**config.mk**
```make
export PLATFORM = sky130hd
export DESIGN_NAME = cjtag_bridge
export DESIGN_NICKNAME = d
export VERILOG_FILES = /design/src/hdl/cjtag_link_pkg.sv /design/src/hdl/oscan1_pkg.sv /design/src/hdl/cjtag_edge_if.sv /design/src/hdl/cjtag_bridge.sv /design/src/hdl/cjtag_edge_detect.sv /design/src/hdl/cjtag_escape_detect.sv /design/src/hdl/cjtag_link_fsm.sv /design/src/hdl/oscan1_packet.sv
export VERILOG_INCLUDE_DIRS = /design/src /design/src/hdl
export SDC_FILE = /design/constraint.sdc
export NUM_CORES = 1
export LEC_CHECK = 0
export BUFFER_PORTS_ARGS = -buffer_cell sky130_fd_sc_hd__buf_4
export CAP_MARGIN = 20
export CELL_PAD_IN_SITES_DETAIL_PLACEMENT = 2
export CELL_PAD_IN_SITES_GLOBAL_PLACEMENT = 2
export CORE_ASPECT_RATIO = 1.25
export CORE_MARGIN = 8
export CORE_UTILIZATION = 36
export DETAILED_ROUTE_END_ITERATION = 10
export PLACE_DENSITY = 0.7
export RECOVER_POWER = 100
export SETUP_SLACK_MARGIN = 0.3
export SYNTH_ARGS = -nofsm -noshare
export SYNTH_HDL_FRONTEND = slang
export SYNTH_HIERARCHICAL = 1
export SYNTH_SLANG_ARGS = --single-unit
```
**constraint.sdc**
```tcl
create_clock -name clk_i -period 1.75 [get_ports clk_i]
set_input_delay 0.175 -clock clk_i [delete_from_list [all_inputs] [get_ports clk_i]]
set_output_delay 0.175 -clock clk_i [all_outputs]
set_load 0.02 [all_outputs]
```
**src/hdl/cjtag_config.svh**
```systemverilog
// cJTAG bridge configuration
`ifndef CJTAG_CONFIG_SVH
`define CJTAG_CONFIG_SVH

// ======================================================================
// Input sampling
// ======================================================================
`define CJTAG_SYNC_STAGES    2        // Default synchronizer depth

// ======================================================================
// Escape detection
// ======================================================================
`define CJTAG_MIN_ESC_CYCLES 20       // TCKC high clocks needed for an escape
`define CJTAG_CNT_W          5        // High-time and toggle counter width
`define CJTAG_SEL_MIN        6        // Selection escape, lowest toggle count
`define CJTAG_SEL_MAX        7        // Selection escape, highest toggle count
`define CJTAG_RESET_MIN      8        // Reset escape from here upwards

// Online activation code
`define CJTAG_OAC_W          4
`define CJTAG_OAC_VALUE      4'b1011  // Arrives LSB first as 1,1,0,1

// ======================================================================
// JTAG pin idle levels
// ======================================================================
`define CJTAG_TMS_IDLE       1'b1     // Keeps the TAP parked

`endif

```
**src/hdl/cjtag_link_pkg.sv**
```systemverilog
// cJTAG link layer types
`include "cjtag_config.svh"

package cjtag_link_pkg;

    // ======================================================================
    // Link state
    // ======================================================================
    typedef enum logic [1:0] {
        LINK_OFFLINE    = 2'd0,     // Waiting for a selection escape
        LINK_ONLINE_ACT = 2'd1,     // Receiving the activation code
        LINK_OSCAN1     = 2'd2      // Running 3-bit scan packets
    } link_state_t;

    // ======================================================================
    // Escape classification
    // ======================================================================
    // Deselection toggle counts fall into the OTHER class
    typedef enum logic [1:0] {
        ESC_OTHER  = 2'd0,          // Ignored by the link
        ESC_SELECT = 2'd1,          // 6 or 7 toggles
        ESC_RESET  = 2'd2           // 8 or more toggles
    } esc_kind_t;

    // Counter for TMSC toggles and TCKC high time
    typedef logic [`CJTAG_CNT_W-1:0] esc_cnt_t;

    // Online activation code word
    typedef logic [`CJTAG_OAC_W-1:0] oac_t;

endpackage

```
**src/hdl/oscan1_pkg.sv**
```systemverilog
// OScan1 packet types
package oscan1_pkg;

    // Bit position inside one 3-bit OScan1 packet
    // Order on the wire is nTDI, TMS, then TDO back from the target
    typedef enum logic [1:0] {
        POS_NTDI = 2'd0,    // Probe drives inverted TDI
        POS_TMS  = 2'd1,    // Probe drives TMS
        POS_TDO  = 2'd2     // Bridge drives TDO on TMSC
    } scan_pos_t;

endpackage

```
**src/hdl/cjtag_edge_if.sv**
```systemverilog
// cJTAG sampled levels and edges
`timescale 1ns/1ps

interface cjtag_edge_if;

    logic tckc_s;           // Synchronized TCKC level
    logic tmsc_s;           // Synchronized TMSC level
    logic tckc_rise;        // One clock pulse per TCKC rise
    logic tckc_fall;        // One clock pulse per TCKC fall
    logic tmsc_toggle;      // One clock pulse per TMSC change

    // Edge detector side
    modport src (
        output tckc_s, tmsc_s, tckc_rise, tckc_fall, tmsc_toggle
    );

    // Escape detector only needs TCKC timing and TMSC activity
    modport esc (
        input tckc_s, tckc_rise, tckc_fall, tmsc_toggle
    );

    // Packet engine samples data and reacts to rises
    modport scan (
        input tmsc_s, tckc_rise
    );

endinterface

```
**src/hdl/cjtag_bridge.sv**
```systemverilog
// cJTAG to JTAG bridge top level
`timescale 1ns/1ps

module cjtag_bridge (
    input  logic clk_i,         // System clock, samples the probe pins
    input  logic ntrst_i,       // Asynchronous reset, active low

    // Two-pin probe side
    input  logic tckc_i,
    input  logic tmsc_i,
    output logic tmsc_o,
    output logic tmsc_oen_o,    // 0 while the bridge drives TMSC

    // Four-pin target side
    output logic tck_o,
    output logic tms_o,
    output logic tdi_o,
    input  logic tdo_i,

    // Status
    output logic online_o,      // Link in OScan1
    output logic nsp_o          // Standard protocol indicator
);

    import cjtag_link_pkg::*;

    esc_kind_t   esc_kind;
    link_state_t link_state;
    logic        esc_valid;
    logic        bit_fall;

    cjtag_edge_if edges ();     // Sampled levels and edge pulses

    // ======================================================================
    // Sampling and event detection
    // ======================================================================
    cjtag_edge_detect u_edge_detect (
        .clk_i   (clk_i),
        .ntrst_i (ntrst_i),
        .tckc_i  (tckc_i),
        .tmsc_i  (tmsc_i),
        .edges   (edges.src)
    );

    cjtag_escape_detect u_escape_detect (
        .clk_i       (clk_i),
        .ntrst_i     (ntrst_i),
        .edges       (edges.esc),
        .esc_valid_o (esc_valid),
        .esc_kind_o  (esc_kind),
        .bit_fall_o  (bit_fall)
    );

    // ======================================================================
    // Link control and JTAG generation
    // ======================================================================
    cjtag_link_fsm u_link_fsm (
        .clk_i        (clk_i),
        .ntrst_i      (ntrst_i),
        .esc_valid_i  (esc_valid),
        .esc_kind_i   (esc_kind),
        .bit_fall_i   (bit_fall),
        .tmsc_s_i     (edges.tmsc_s),
        .link_state_o (link_state)
    );

    oscan1_packet u_oscan1_packet (
        .clk_i        (clk_i),
        .ntrst_i      (ntrst_i),
        .edges        (edges.scan),
        .bit_fall_i   (bit_fall),
        .link_state_i (link_state),
        .tdo_i        (tdo_i),
        .tck_o        (tck_o),
        .tms_o        (tms_o),
        .tdi_o        (tdi_o),
        .tmsc_o       (tmsc_o),
        .tmsc_oen_o   (tmsc_oen_o),
        .online_o     (online_o),
        .nsp_o        (nsp_o)
    );

endmodule

```
**src/hdl/cjtag_edge_detect.sv**
```systemverilog
// cJTAG input synchronizer and edge detector
`timescale 1ns/1ps
`include "cjtag_config.svh"

module cjtag_edge_detect #(
    parameter int SYNC_STAGES = `CJTAG_SYNC_STAGES   // At least 2
) (
    input  logic         clk_i,
    input  logic         ntrst_i,
    input  logic         tckc_i,        // Asynchronous probe clock
    input  logic         tmsc_i,        // Asynchronous probe data
    cjtag_edge_if.src    edges
);

    logic [SYNC_STAGES-1:0] tckc_sync;   // Shift chain, MSB is the safe end
    logic [SYNC_STAGES-1:0] tmsc_sync;
    logic                   tckc_prev;   // Level from the previous clock
    logic                   tmsc_prev;

    // ======================================================================
    // Synchronizers
    // ======================================================================
    always_ff @(posedge clk_i or negedge ntrst_i) begin
        if (!ntrst_i) begin
            tckc_sync <= '0;
            tmsc_sync <= '0;
        end else begin
            tckc_sync <= {tckc_sync[SYNC_STAGES-2:0], tckc_i};
            tmsc_sync <= {tmsc_sync[SYNC_STAGES-2:0], tmsc_i};
        end
    end

    assign edges.tckc_s = tckc_sync[SYNC_STAGES-1];
    assign edges.tmsc_s = tmsc_sync[SYNC_STAGES-1];

    // ======================================================================
    // Edge pulses, one register after the synchronized level
    // ======================================================================
    always_ff @(posedge clk_i or negedge ntrst_i) begin
        if (!ntrst_i) begin
            tckc_prev         <= 1'b0;
            tmsc_prev         <= 1'b0;
            edges.tckc_rise   <= 1'b0;
            edges.tckc_fall   <= 1'b0;
            edges.tmsc_toggle <= 1'b0;
        end else begin
            tckc_prev         <= edges.tckc_s;
            tmsc_prev         <= edges.tmsc_s;
            edges.tckc_rise   <= !tckc_prev && edges.tckc_s;
            edges.tckc_fall   <= tckc_prev && !edges.tckc_s;
            edges.tmsc_toggle <= tmsc_prev != edges.tmsc_s;    // Either direction
        end
    end

endmodule

```
**src/hdl/cjtag_escape_detect.sv**
```systemverilog
// cJTAG escape sequence detector
`timescale 1ns/1ps
`include "cjtag_config.svh"

module cjtag_escape_detect (
    input  logic                     clk_i,
    input  logic                     ntrst_i,
    cjtag_edge_if.esc                edges,
    output logic                     esc_valid_o,   // Fall that ended an escape
    output cjtag_link_pkg::esc_kind_t esc_kind_o,   // Class of that escape
    output logic                     bit_fall_o     // Ordinary data clock fall
);

    import cjtag_link_pkg::*;

    localparam esc_cnt_t MIN_ESC   = esc_cnt_t'(`CJTAG_MIN_ESC_CYCLES);
    localparam esc_cnt_t SEL_MIN   = esc_cnt_t'(`CJTAG_SEL_MIN);
    localparam esc_cnt_t SEL_MAX   = esc_cnt_t'(`CJTAG_SEL_MAX);
    localparam esc_cnt_t RESET_MIN = esc_cnt_t'(`CJTAG_RESET_MIN);

    esc_cnt_t  high_cnt;        // Clocks since the last TCKC rise
    esc_cnt_t  tgl_cnt;         // TMSC changes while TCKC high
    esc_kind_t kind_d;          // Class of the sequence in progress
    logic      is_esc;          // High time long enough for an escape

    // ======================================================================
    // High-time and toggle counters
    // ======================================================================
    always_ff @(posedge clk_i or negedge ntrst_i) begin
        if (!ntrst_i) begin
            high_cnt <= '0;
            tgl_cnt  <= '0;
        end else if (edges.tckc_rise) begin
            high_cnt <= esc_cnt_t'(1);      // Rise is the first high clock
            tgl_cnt  <= '0;
        end else if (edges.tckc_fall) begin
            high_cnt <= '0;                 // Held until now for the classifier
        end else if (edges.tckc_s) begin
            if (high_cnt != '1) high_cnt <= high_cnt + esc_cnt_t'(1);  // Saturate
            if (edges.tmsc_toggle && tgl_cnt != '1) begin
                tgl_cnt <= tgl_cnt + esc_cnt_t'(1);
            end
        end
    end

    // Sort the toggle count, 4 and 5 toggles land in OTHER
    always_comb begin
        if (tgl_cnt >= RESET_MIN) begin
            kind_d = ESC_RESET;
        end else if (tgl_cnt >= SEL_MIN && tgl_cnt <= SEL_MAX) begin
            kind_d = ESC_SELECT;
        end else begin
            kind_d = ESC_OTHER;
        end
    end

    assign is_esc = high_cnt >= MIN_ESC;

    // ======================================================================
    // Registered fall events, exactly one of them per TCKC fall
    // ======================================================================
    always_ff @(posedge clk_i or negedge ntrst_i) begin
        if (!ntrst_i) begin
            esc_valid_o <= 1'b0;
            bit_fall_o  <= 1'b0;
        end else begin
            esc_valid_o <= edges.tckc_fall && is_esc;
            bit_fall_o  <= edges.tckc_fall && !is_esc;     // Short high time
        end
    end

    // Kind is only looked at together with esc_valid_o
    always_ff @(posedge clk_i) begin
        if (edges.tckc_fall) esc_kind_o <= kind_d;
    end

endmodule

```
**src/hdl/cjtag_link_fsm.sv**
```systemverilog
// cJTAG link state machine
`timescale 1ns/1ps
`include "cjtag_config.svh"

module cjtag_link_fsm (
    input  logic                        clk_i,
    input  logic                        ntrst_i,
    input  logic                        esc_valid_i,    // Escape ended on this clock
    input  cjtag_link_pkg::esc_kind_t   esc_kind_i,
    input  logic                        bit_fall_i,     // Normal TCKC fall
    input  logic                        tmsc_s_i,       // Synchronized TMSC
    output cjtag_link_pkg::link_state_t link_state_o
);

    import cjtag_link_pkg::*;

    localparam int   OAC_CNT_W = $clog2(`CJTAG_OAC_W);
    localparam oac_t OAC_VALUE = `CJTAG_OAC_VALUE;

    logic [OAC_CNT_W-1:0] oac_cnt;     // OAC bits taken so far
    oac_t                 oac_sr;      // OAC shift register, fills from the top
    oac_t                 oac_word;    // Word including the bit on TMSC now

    // Newest bit enters at the MSB, so the first bit ends at bit 0
    assign oac_word = {tmsc_s_i, oac_sr[`CJTAG_OAC_W-1:1]};

    // ======================================================================
    // State register
    // ======================================================================
    always_ff @(posedge clk_i or negedge ntrst_i) begin
        if (!ntrst_i) begin
            link_state_o <= LINK_OFFLINE;
            oac_cnt      <= '0;
        end else if (esc_valid_i && esc_kind_i == ESC_RESET) begin
            link_state_o <= LINK_OFFLINE;      // Reset escape wins everywhere
        end else begin
            case (link_state_o)
                LINK_OFFLINE: begin
                    if (esc_valid_i && esc_kind_i == ESC_SELECT) begin
                        link_state_o <= LINK_ONLINE_ACT;
                        oac_cnt      <= '0;
                    end
                end
                LINK_ONLINE_ACT: begin
                    if (bit_fall_i) begin
                        oac_cnt <= oac_cnt + 1'b1;
                        if (oac_cnt == OAC_CNT_W'(`CJTAG_OAC_W - 1)) begin
                            // Last bit, accept only the exact code
                            link_state_o <= (oac_word == OAC_VALUE) ? LINK_OSCAN1
                                                                    : LINK_OFFLINE;
                        end
                    end
                end
                LINK_OSCAN1: begin
                    link_state_o <= LINK_OSCAN1;       // Left only by reset escape
                end
                default: begin
                    link_state_o <= LINK_OFFLINE;
                end
            endcase
        end
    end

    // ======================================================================
    // OAC capture, LSB first on each bit fall
    // ======================================================================
    always_ff @(posedge clk_i) begin
        if (link_state_o == LINK_ONLINE_ACT && bit_fall_i) begin
            oac_sr <= oac_word;
        end
    end

endmodule

```
**src/hdl/oscan1_packet.sv**
```systemverilog
// OScan1 packet engine and JTAG pin driver
`timescale 1ns/1ps
`include "cjtag_config.svh"

module oscan1_packet (
    input  logic                        clk_i,
    input  logic                        ntrst_i,
    cjtag_edge_if.scan                  edges,
    input  logic                        bit_fall_i,     // Normal TCKC fall
    input  cjtag_link_pkg::link_state_t link_state_i,
    input  logic                        tdo_i,          // From the target TAP
    output logic                        tck_o,
    output logic                        tms_o,
    output logic                        tdi_o,
    output logic                        tmsc_o,         // TDO sent back to the probe
    output logic                        tmsc_oen_o,     // 0 drives TMSC, 1 listens
    output logic                        online_o,
    output logic                        nsp_o
);

    import cjtag_link_pkg::*;
    import oscan1_pkg::*;

    scan_pos_t pos;         // Slot that the next fall completes
    logic      tmsc_lat;    // TMSC taken on the last bit fall
    logic      in_scan;

    assign in_scan = link_state_i == LINK_OSCAN1;

    // ======================================================================
    // Position tracking and pin updates
    // ======================================================================
    always_ff @(posedge clk_i or negedge ntrst_i) begin
        if (!ntrst_i) begin
            pos        <= POS_NTDI;
            tck_o      <= 1'b0;
            tms_o      <= `CJTAG_TMS_IDLE;
            tdi_o      <= 1'b0;
            tmsc_oen_o <= 1'b1;
        end else if (!in_scan) begin
            pos        <= POS_NTDI;            // Idle pins until scanning
            tck_o      <= 1'b0;
            tms_o      <= `CJTAG_TMS_IDLE;
            tdi_o      <= 1'b0;
            tmsc_oen_o <= 1'b1;
        end else begin
            if (edges.tckc_rise) begin
                case (pos)
                    POS_TMS:  tdi_o <= ~tmsc_lat;      // nTDI came in inverted
                    POS_TDO: begin
                        tms_o      <= tmsc_lat;
                        tck_o      <= 1'b1;            // One TCK per packet
                        tmsc_oen_o <= 1'b0;            // Turn TMSC around
                    end
                    default:  tmsc_oen_o <= 1'b1;      // Release after TDO slot
                endcase
            end
            if (bit_fall_i) begin
                case (pos)
                    POS_NTDI: pos <= POS_TMS;
                    POS_TMS:  pos <= POS_TDO;
                    default:  pos <= POS_NTDI;
                endcase
                if (pos == POS_TDO) tck_o <= 1'b0;     // End of the TCK pulse
            end
        end
    end

    // Data bit captured on each fall in scan mode
    always_ff @(posedge clk_i) begin
        if (in_scan && bit_fall_i) tmsc_lat <= edges.tmsc_s;
    end

    // TDO passes straight through during its slot
    assign tmsc_o   = (in_scan && pos == POS_TDO) ? tdo_i : 1'b0;
    assign online_o = in_scan;
    assign nsp_o    = !in_scan;        // Standard protocol outside OScan1

endmodule

```
==> impl_metrics.ini, run 1 <==
[outcome]
status = finished clean

[worst_setup_path]
crit_required_ns = 1.93
start_kind = flop
crit_path_end_kind = flop
arrival_ns = 1.91
worstSetupPathType = flop to flop
worstPathMaxFanout = 5

[route]
vias_per_cell = 5.03
wirelength_mm = 4.17
drcViolationCount = 0
num_vias = 1212
firstDrtPassIters = 3
drt_iter0_drc = 49
wire_per_inst_um = 17.3
antenna_left = 0

[synthesis]
syn_inst = 144
ys_seq_elements = 37
yosys.area_share.xor_xnor = 0.0201
ys_warn_count = 6
synthTopCellsByArea = dfrtp_1 (42%), edfxtp_1 (10%), ha_1 (5.0%)
synth.most_common_cell = dfrtp_1
muxShareOfSynthArea = 0.0431
yosysTopAreaCellShare = 0.417
synth_area_mm2 = 0.00174
synth_cell_types = 49
ys_top_cells_by_count = dfrtp_1 (29), nor2_1 (13), ha_1 (7)
yosysTopAreaCell = dfrtp_1
synthAdderAreaFrac = 0.0503
syn_avg_cell_area_um2 = 12.1
synth_top_family_by_area = simple AND/OR/NAND/NOR gates
synthArstFlopShare = 0.838
synth-seq-area-share = 0.550
synth_ff_type = dfrtp_1
synth_compound_area_frac = 0.0805
syn-num-nets = 156
synthSimpleGateAreaFrac = 0.222
synth_edf_count = 6

[place]
gp_congestion = 0.792
pre_cts_slack_ns = -0.0243
dp_hpwl_mm = 2.83
place_area_mm2 = 0.00198
place_inst = 218
portBuffers = 11

[sta]
post-route-min-period_ns = 1.73
fin_skew_ns = 0.00406
hold_viol = 0
setup_viol = 0
tightestPinTransition_ns = 0.807
slew_viol_final = 0
post-route-period-util = 0.991
rsz0062_at_grt = true
worst_slack_ns = 0.0162
max_freq_ghz = 0.577
whs_ns = 0.361
slew-limit-headroom = 0.462
setup_tns_ns = 0

[layout]
drive_gt1_frac = 0.331
seqCellArea_um2 = 965
final_area_mm2 = 0.00217
multi_input_area_um2 = 782
finalNetCount = 192
area_growth_pct = 24.7
fillers = 494
antenna_cells = 0
layout.cells.non_filler = 241

[global_route]
grt_max_degree = 32
grt_pass1_vias = 1415
grt_remaining_overflow = 0
globalRouteTotalUtil = 0.121
grt_pass1_wl_mm = 6.95
antenna_found_initial = 0

[floorplanning]
ios = 12
std_cell_rows = 28
die_y_um = 93.8
die_area_mm2 = 0.00733
start_util = 0.371
die_w_um = 78.2
core_mm2 = 0.00469

[cts]
insertion_delay_ns = 0.29
cts.reportedPaths.clkPinSlew_ns = 0.07
cts_htree_levels = 2
clockBufferDepth = 2
cts_made_buffers = 5
cts_num_sinks = 37
cts_root_buf = clkbuf_8
cts_tree = yes

[power_and_ir_drop]
power_density_mw_per_mm2 = 808
ir_drop_v = 0.000439
power_leakage_nw = 0.961

[min_path]
worstHoldPathType = flop to flop

[flow_run]
cap_violations = 0
[cell usage in the layout, fill, tap and decap left out, types with 5 or more instances in the layout]
master     n
dfrtp_1   24
buf_4     20
nor2_1    14
clkbuf_1   7
inv_1      6
a21oi_1    6
mux2i_1    6
edfxtp_1   6
clkbuf_8   5
nor3_1     5
dfrtp_2    5
[layer usage]
metal  track usage  vias to the layer above  wire length (um)
met5             0                        -                 0
met4        0.0464                        0                60
met3        0.0307                        6               125
met2         0.233                       12              2340
met1         0.119                      616              1650
li1              -                      578                 -
[logic make-up after synthesis]
logic type      Yosys count
flops                    37
simple gates             59
compound gates           19
mux                       7
xor+xnor                  4
fa+ha+maj                 7
buf+inv                  11
[power by group]
part / switching, mW / internal (mW) / total [mW]
clock: 0.299 / 0.276 / 0.575
combinational: 0.114 / 0.110 / 0.224
sequential: 0.0393 / 0.916 / 0.955
[critical path, cell delays in order (launching register included)]
cell and delay (ns):
dfrtp_2 0.43, ha_4 0.16, and3_4 0.17, ha_4 0.14
and4bb_2 0.33, buf_6 0.15, mux2i_1 0.20, nor2_1 0.05
[worst paths after layout]
check | from | end | slack (ns) | cells past startpoint
hold / removal | u_edge_detect/tckc_sync[0] | u_edge_detect/tckc_sync[1] | 0.36 | 0
hold reg to reg | u_edge_detect/tckc_sync[0] | u_edge_detect/tckc_sync[1] | 0.36 | 0
setup / recovery | u_escape_detect/tgl_cnt[1] | u_escape_detect/tgl_cnt[4] | 0.02 | 7
setup reg to reg | u_escape_detect/tgl_cnt[1] | u_escape_detect/tgl_cnt[4] | 0.02 | 7
min in group asynchronous | ntrst_i | u_oscan1_packet/tck_o | 0.52 | 2
max in group asynchronous | ntrst_i | u_escape_detect/tgl_cnt[1] | 0.68 | 2
[stage by stage]
step,total power [mW],util
floorplan,1.08,-
global placement,1.15,0.423
detailed placement,1.17,0.423
CTS,1.79,0.458
global route,1.84,0.463
finish,1.75,0.463
[layout make-up]
class,instances,area share
Clock buffer,6,0.0334
Inverter,6,0.0104
Tap cell,60,0.0346
Multi-Input combinational cell,96,0.360
Timing Repair Buffer,34,0.113
Sequential cell,37,0.444
Clock inverter,2,0.00461
[repair_timing]
action,CTS,global route
setup buffers,5,7
hold endpoints to repair,31,0
pin swaps,2,1
setup endpoints to repair,13,12
hold buffers,3,0
resized for setup,7,2
[registers in the layout, summed over array words and instances (netlist names), 2 cells and up]
register,cells
u_edge_detect/tckc_sync,2
u_edge_detect/tmsc_sync,2
u_escape_detect/esc_kind_o,2
u_escape_detect/high_cnt,5
u_escape_detect/tgl_cnt,5
u_link_fsm/link_state_o,2
u_link_fsm/oac_cnt,2
u_link_fsm/oac_sr,3
u_oscan1_packet/pos,2
Power figures use the tool's default switching activity.
==> inputs of run 2 (changes only) <==
Settings changed: ABC_AREA from default to 1, CAP_MARGIN 20 to 10, CORE_UTILIZATION 36 to 33.
==> run 2 against run 1 <==
  * Area after synthesis up 4.8%
  * Sequential share of layout area is 1.2 points lower
  * Wire length up 14%
  * Clock power is 0.9% lower
  * Final area is 2.3% higher
  * Sequential power about the same
  * Clock skew about the same
  * Register-to-register slack better by 0.21 ns
  * Core utilization down 5.2 points
  * First-iteration DRC count shrank 6.1%
  * Die area is 12% higher
  * Highest routed layer unchanged
==> impl_metrics.ini, run 2 <==
[sta]
fin_skew_ns = 0.00364
rsz0062_at_grt = true
setup_tns_ns = 0
whs_ns = 0.358
worst_slack_ns = 0.224
post-route-min-period_ns = 1.53
hold_viol = 0
setup_viol = 0
post-route-period-util = 0.872
max_freq_ghz = 0.655
tightestPinTransition_ns = 0.818
slew_viol_final = 0
slew-limit-headroom = 0.454

[layout]
final_area_mm2 = 0.00222
layout.cells.non_filler = 306
layout_commonest_cell = nand2_1
final_core_util = 0.411
area_growth_pct = 21.7
seqCellArea_um2 = 960
finalNetCount = 253
most-common-layout-cells = nand2_1 (35), inv_1 (30), nor2_1 (28), dfrtp_1 (28), nand3_1 (19)
multi_input_area_um2 = 746
drive_gt1_frac = 0.240
antenna_cells = 0
top_regs = u_escape_detect/high_cnt (5), u_escape_detect/tgl_cnt (5), u_link_fsm/oac_sr (3)
fillers = 619

[global_route]
grt_pass1_wl_mm = 7.93
grt_remaining_overflow = 0
globalRouteTotalUtil = 0.125
grt_pass1_vias = 1634
antenna_found_initial = 0
grt_max_degree = 32

[synthesis]
yosysTopAreaCell = dfrtp_1
synthTopCellsByArea = dfrtp_1 (40%), edfxtp_1 (9.9%), nand2_1 (7.2%)
ys_seq_elements = 37
syn_inst = 203
synth.most_common_cell = nand2_1
synth-seq-area-share = 0.525
synth_edf_count = 6
synth_ff_type = dfrtp_1
syn_avg_cell_area_um2 = 8.99
synth_cell_types = 27
ys_top_cells_by_count = nand2_1 (35), inv_1 (34), dfrtp_1 (29)
ys_warn_count = 6
yosysTopAreaCellShare = 0.398
synth_area_mm2 = 0.00183
synthArstFlopShare = 0.838
syn-num-nets = 215

[min_path]
min_path_cells = 0
hold_start = u_edge_detect/tckc_sync[0]
worstHoldPathType = flop to flop
min_to = u_edge_detect/tckc_sync[1]

[outcome]
status = finished clean

[floorplanning]
start_util = 0.338
die_y_um = 99.2
ios = 12
core_mm2 = 0.00541
die_area_mm2 = 0.00818
die_w_um = 82.5
std_cell_rows = 30

[worst_setup_path]
crit_required_ns = 1.92
r2r-end = u_escape_detect/tgl_cnt[2]
arrival_ns = 1.70
rr_startpoint = u_escape_detect/tgl_cnt[0]
reg2reg_slack_ns = 0.22
cp_slowest_cell = dfrtp_1
cpPeakStageDelay_ns = 0.38
worstPathMaxFanout = 6
rr_worst_depth = 10
crit_path_end_kind = flop
start_kind = flop
worstSetupPathType = flop to flop
path_cells = ha_1, nand2_1, nor2_4, ha_4, inv_4, nand2_4, nor2_8, nor2_4, nand2_1, o21ai_1

[cts]
clockBufferDepth = 2
cts_made_buffers = 5
cts_root_buf = clkbuf_8
cts_num_sinks = 37
cts_htree_levels = 2
cts_tree = yes
insertion_delay_ns = 0.28
cts.reportedPaths.clkPinSlew_ns = 0.07

[route]
drcViolationCount = 0
firstDrtPassIters = 2
antenna_left = 0
wire_per_inst_um = 15.5
vias_per_cell = 4.75
num_vias = 1454
wirelength_mm = 4.75
drt_iter0_drc = 46

[flow_run]
cap_violations = 0

[power_and_ir_drop]
power_leakage_nw = 1.04
power_density_mw_per_mm2 = 777
total_power_mw = 1.73
ir_drop_v = 0.000331

[place]
dp_hpwl_mm = 3.29
portBuffers = 11
gp_congestion = 0.759
pre_cts_slack_ns = 0.173
place_area_mm2 = 0.00199
place_inst = 278
## run 2: changes by cell type in the layout (fill, tap and decap cells not counted), sizes merged, moves of 5 or more
cell,change
nand3,+18
nor2,+22
nand2,+36
buf,-5
inv,+32
mux2i,-6
o21ai,+7
## run 2: what timing repair did
item,in CTS,in global routing
endpoints found under the setup margin,13,11
hold endpoints to repair,31,0
gates resized for setup,9,13
setup buffers,7,10
pin swaps,4,6
hold buffers,3,0
## run 2: layout make-up
| type | count | share of cell area |
|---|---|---|
| well taps | 64 | 0.0360 |
| repair buffers | 31 | 0.0935 |
| clock buffers | 8 | 0.0360 |
| flip-flops and latches | 37 | 0.432 |
| inverters | 39 | 0.0670 |
| multi-input cells | 127 | 0.336 |
## run 2: where the power goes
group | total [mW] | switching, mW | internal, mW | leakage [nW]
Clock | 0.570 | 0.286 | 0.283 | 0.0395
Combinational | 0.202 | 0.119 | 0.0831 | 0.543
Sequential | 0.954 | 0.0399 | 0.915 | 0.455
## run 2: per-layer routing
| metal | GRT usage | vias to the layer above | part of all wire |
|---|---|---|---|
| li1 | - | 710 | - |
| met5 | 0 | - | 0 |
| met3 | 0.0271 | 7 | 0.023 |
| met4 | 0.0439 | 0 | 0.020 |
| met2 | 0.228 | 15 | 0.57 |
| met1 | 0.134 | 722 | 0.38 |
## run 2: worst max path at each step
stage | slack, ns | start | to | cells past startpoint
final | 0.22 | u_escape_detect/tgl_cnt[0] | u_escape_detect/tgl_cnt[2] | 10
after global routing | 0.14 | u_oscan1_packet/pos[0] | tmsc_o | 4
after CTS | 0.28 | u_escape_detect/tgl_cnt[1] | u_escape_detect/tgl_cnt[2] | 10
after detailed placement | 0.17 | u_escape_detect/tgl_cnt[0] | u_escape_detect/tgl_cnt[2] | 10
after global placement | 0.27 | u_escape_detect/tgl_cnt[0] | u_escape_detect/tgl_cnt[3] | 10
after floorplan | 0.33 | u_escape_detect/tgl_cnt[0] | u_escape_detect/tgl_cnt[3] | 10
## run 2: cells by family (layout without fill, tap and decap cells)
group | after synthesis | count (layout) | synth area share
buffers and inverters | 39 | 78 | 0.0802
DFF | 37 | 37 | 0.525
AOI/OAI and AO/OA | 16 | 16 | 0.0528
and+or+nand+nor | 103 | 103 | 0.289
adders and majority gates | 7 | 7 | 0.0480
xor gates and xnor gates | 1 | 1 | 0.00480
## run 2: critical path: cells and delay by family (launching register included)
kind            cells  cell delay [ns]
fa+ha+maj           2             0.38
compound gates      1             0.07
buf+inv             1             0.05
simple gates        6             0.52
flops               1             0.38
==> inputs of run 3 (changes only) <==
Settings changed: CORE_ASPECT_RATIO 1.25 to default, PLACE_DENSITY 0.7 to 0.78, RECOVER_POWER 100 to 25.
==> run 3 against run 2 <==
  * Final area up 1.2%
  * Combinational power down 3%
  * Fmax up 8.2%
  * First-iteration DRC count down 63%
  * Count of clock-buffer cells in the layout down 2
  * Core utilization up 0.23 points
  * Flip-flop and latch count unchanged
  * Clock power down 1%
  * Clock skew up 0.0043 ns
  * Hold slack worse by 0.0078 ns
==> impl_metrics.ini, run 3 (synthesized netlist as in run 2, its figures left out) <==
[floorplanning]
die_w_um = 90.4
start_util = 0.336
die_y_um = 90.4
std_cell_rows = 27
ios = 12
die_area_mm2 = 0.00817
core_mm2 = 0.00544

[route]
drcViolationCount = 0
wirelength_mm = 4.23
vias_per_cell = 4.50
wire_per_inst_um = 13.6
drt_iter0_drc = 17
num_vias = 1394
antenna_left = 0
firstDrtPassIters = 2

[sta]
setup_viol = 0
fin_skew_ns = 0.00793
slew_viol_final = 0
slew-limit-headroom = 0.478
hold_viol = 0
tightestPinTransition_ns = 0.782
post-route-period-util = 0.806
post-route-min-period_ns = 1.41
setup_tns_ns = 0
rsz0062_at_grt = true
max_freq_ghz = 0.709
whs_ns = 0.351

[min_path]
worstHoldPathType = flop to flop
hold_start = u_edge_detect/tckc_sync[0]

[power_and_ir_drop]
power_leakage_nw = 1.05
power_density_mw_per_mm2 = 764
ir_drop_v = 0.000396
total_power_mw = 1.72

[global_route]
grt_max_degree = 32
globalRouteTotalUtil = 0.112
grt_pass1_vias = 1613
grt_remaining_overflow = 0
grt_pass1_wl_mm = 7.55
antenna_found_initial = 0

[worst_setup_path]
critPathTopFamily = simple AND/OR/NAND/NOR gates
crit_required_ns = 1.92
crit_path_end_kind = flop
start_kind = flop
rr_startpoint = u_escape_detect/tgl_cnt[1]
worstPathBufferInverterCount = 1
cpMostUsedCell = ha_2
worstPathMaxFanout = 6
cp_slowest_cell = dfrtp_1
critPathLaunch = u_escape_detect/tgl_cnt[1]
path_cells = ha_2, nand2_2, nor2_2, ha_2, inv_2, nand2_4, nor2_8, nor2_4, nand2_1, o21ai_1
cpPeakStageDelay_ns = 0.40
worstSetupPathType = flop to flop
arrival_ns = 1.58

[flow_run]
cap_violations = 0

[layout]
top_regs = u_escape_detect/high_cnt (5), u_escape_detect/tgl_cnt (5), u_link_fsm/oac_sr (3)
final_area_mm2 = 0.00225
most-common-layout-cells = nand2_1 (33), inv_1 (31), nor2_1 (26), dfrtp_1 (26), buf_4 (21)
antenna_cells = 0
area_growth_pct = 23.2
layout_commonest_cell = nand2_1
drive_gt1_frac = 0.307
finalNetCount = 249

[outcome]
status = finished clean

[place]
place_area_mm2 = 0.00200
gp_congestion = 0.759
dp_hpwl_mm = 3.06
portBuffers = 11

[cts]
cts_num_sinks = 37
cts_tree = yes
clockBufferDepth = 2
cts_root_buf = clkbuf_8
cts.reportedPaths.clkPinSlew_ns = 0.07
cts_htree_levels = 2
insertion_delay_ns = 0.28
cts_made_buffers = 5
## run 3: cell count changes in the layout (fill, tap and decap cells not counted), moves of 3 or more
cell	change
o21ai_0	-3
clkbuf_1	-10
o21ai_1	+3
buf_4	+4
ha_1	-3
ha_2	+4
## run 3: final timing paths
check,to,slack [ns],cells after the start
max,u_escape_detect/tgl_cnt[2],0.34,10
min,u_edge_detect/tckc_sync[1],0.35,0
max reg2reg,u_escape_detect/tgl_cnt[2],0.34,10
min reg2reg,u_edge_detect/tckc_sync[1],0.35,0
max in group asynchronous,u_oscan1_packet/pos[0],0.69,2
min in group asynchronous,u_oscan1_packet/pos[1],0.50,2
## run 3: repair_timing
item                                    4_1_cts  5_1_grt
endpoints found under the setup margin       10       11
pin swaps                                     6        4
hold buffers                                  3        0
gates resized for setup                       9        9
buffers inserted                              8        5
hold endpoints to repair                     31        0
## run 3: final cells by class
class	count	area (um^2)
clock buffers	6	72.6
clock inverters	2	10.0
fillers	606	3190
inverters	39	146
multi-input cells	127	759
flip-flops and latches	37	962
well taps	72	90.1
repair buffers	27	208
## run 3: through the flow
| step | setup slack, ns | utilization | instances |
|---|---|---|---|
| final | 0.340 | 0.413 | 310 |
| after global routing | 0.244 | 0.413 | 310 |
| after CTS | 0.295 | 0.403 | 305 |
| after detailed placement | 0.201 | 0.367 | 286 |
| after global placement | 0.278 | 0.367 | 286 |
| after floorplan | 0.329 | - | 203 |
## run 3: where the power goes
group | switching (mW) | internal, mW | total, mW | leakage, nW
clock network | 0.288 | 0.276 | 0.564 | 0.0450
logic | 0.113 | 0.0823 | 0.195 | 0.551
registers | 0.0436 | 0.915 | 0.959 | 0.452
## run 3: layer usage
metal / track usage / vias to the layer above / routed length, um / share of wire
met1: 0.124 / 677 / 1810 / 0.43
li1: - / 702 / - / -
met2: 0.209 / 9 / 2290 / 0.54
met5: 0 / - / 0 / 0
met4: 0.0250 / 0 / 38 / 0.0090
met3: 0.0266 / 6 / 92 / 0.022
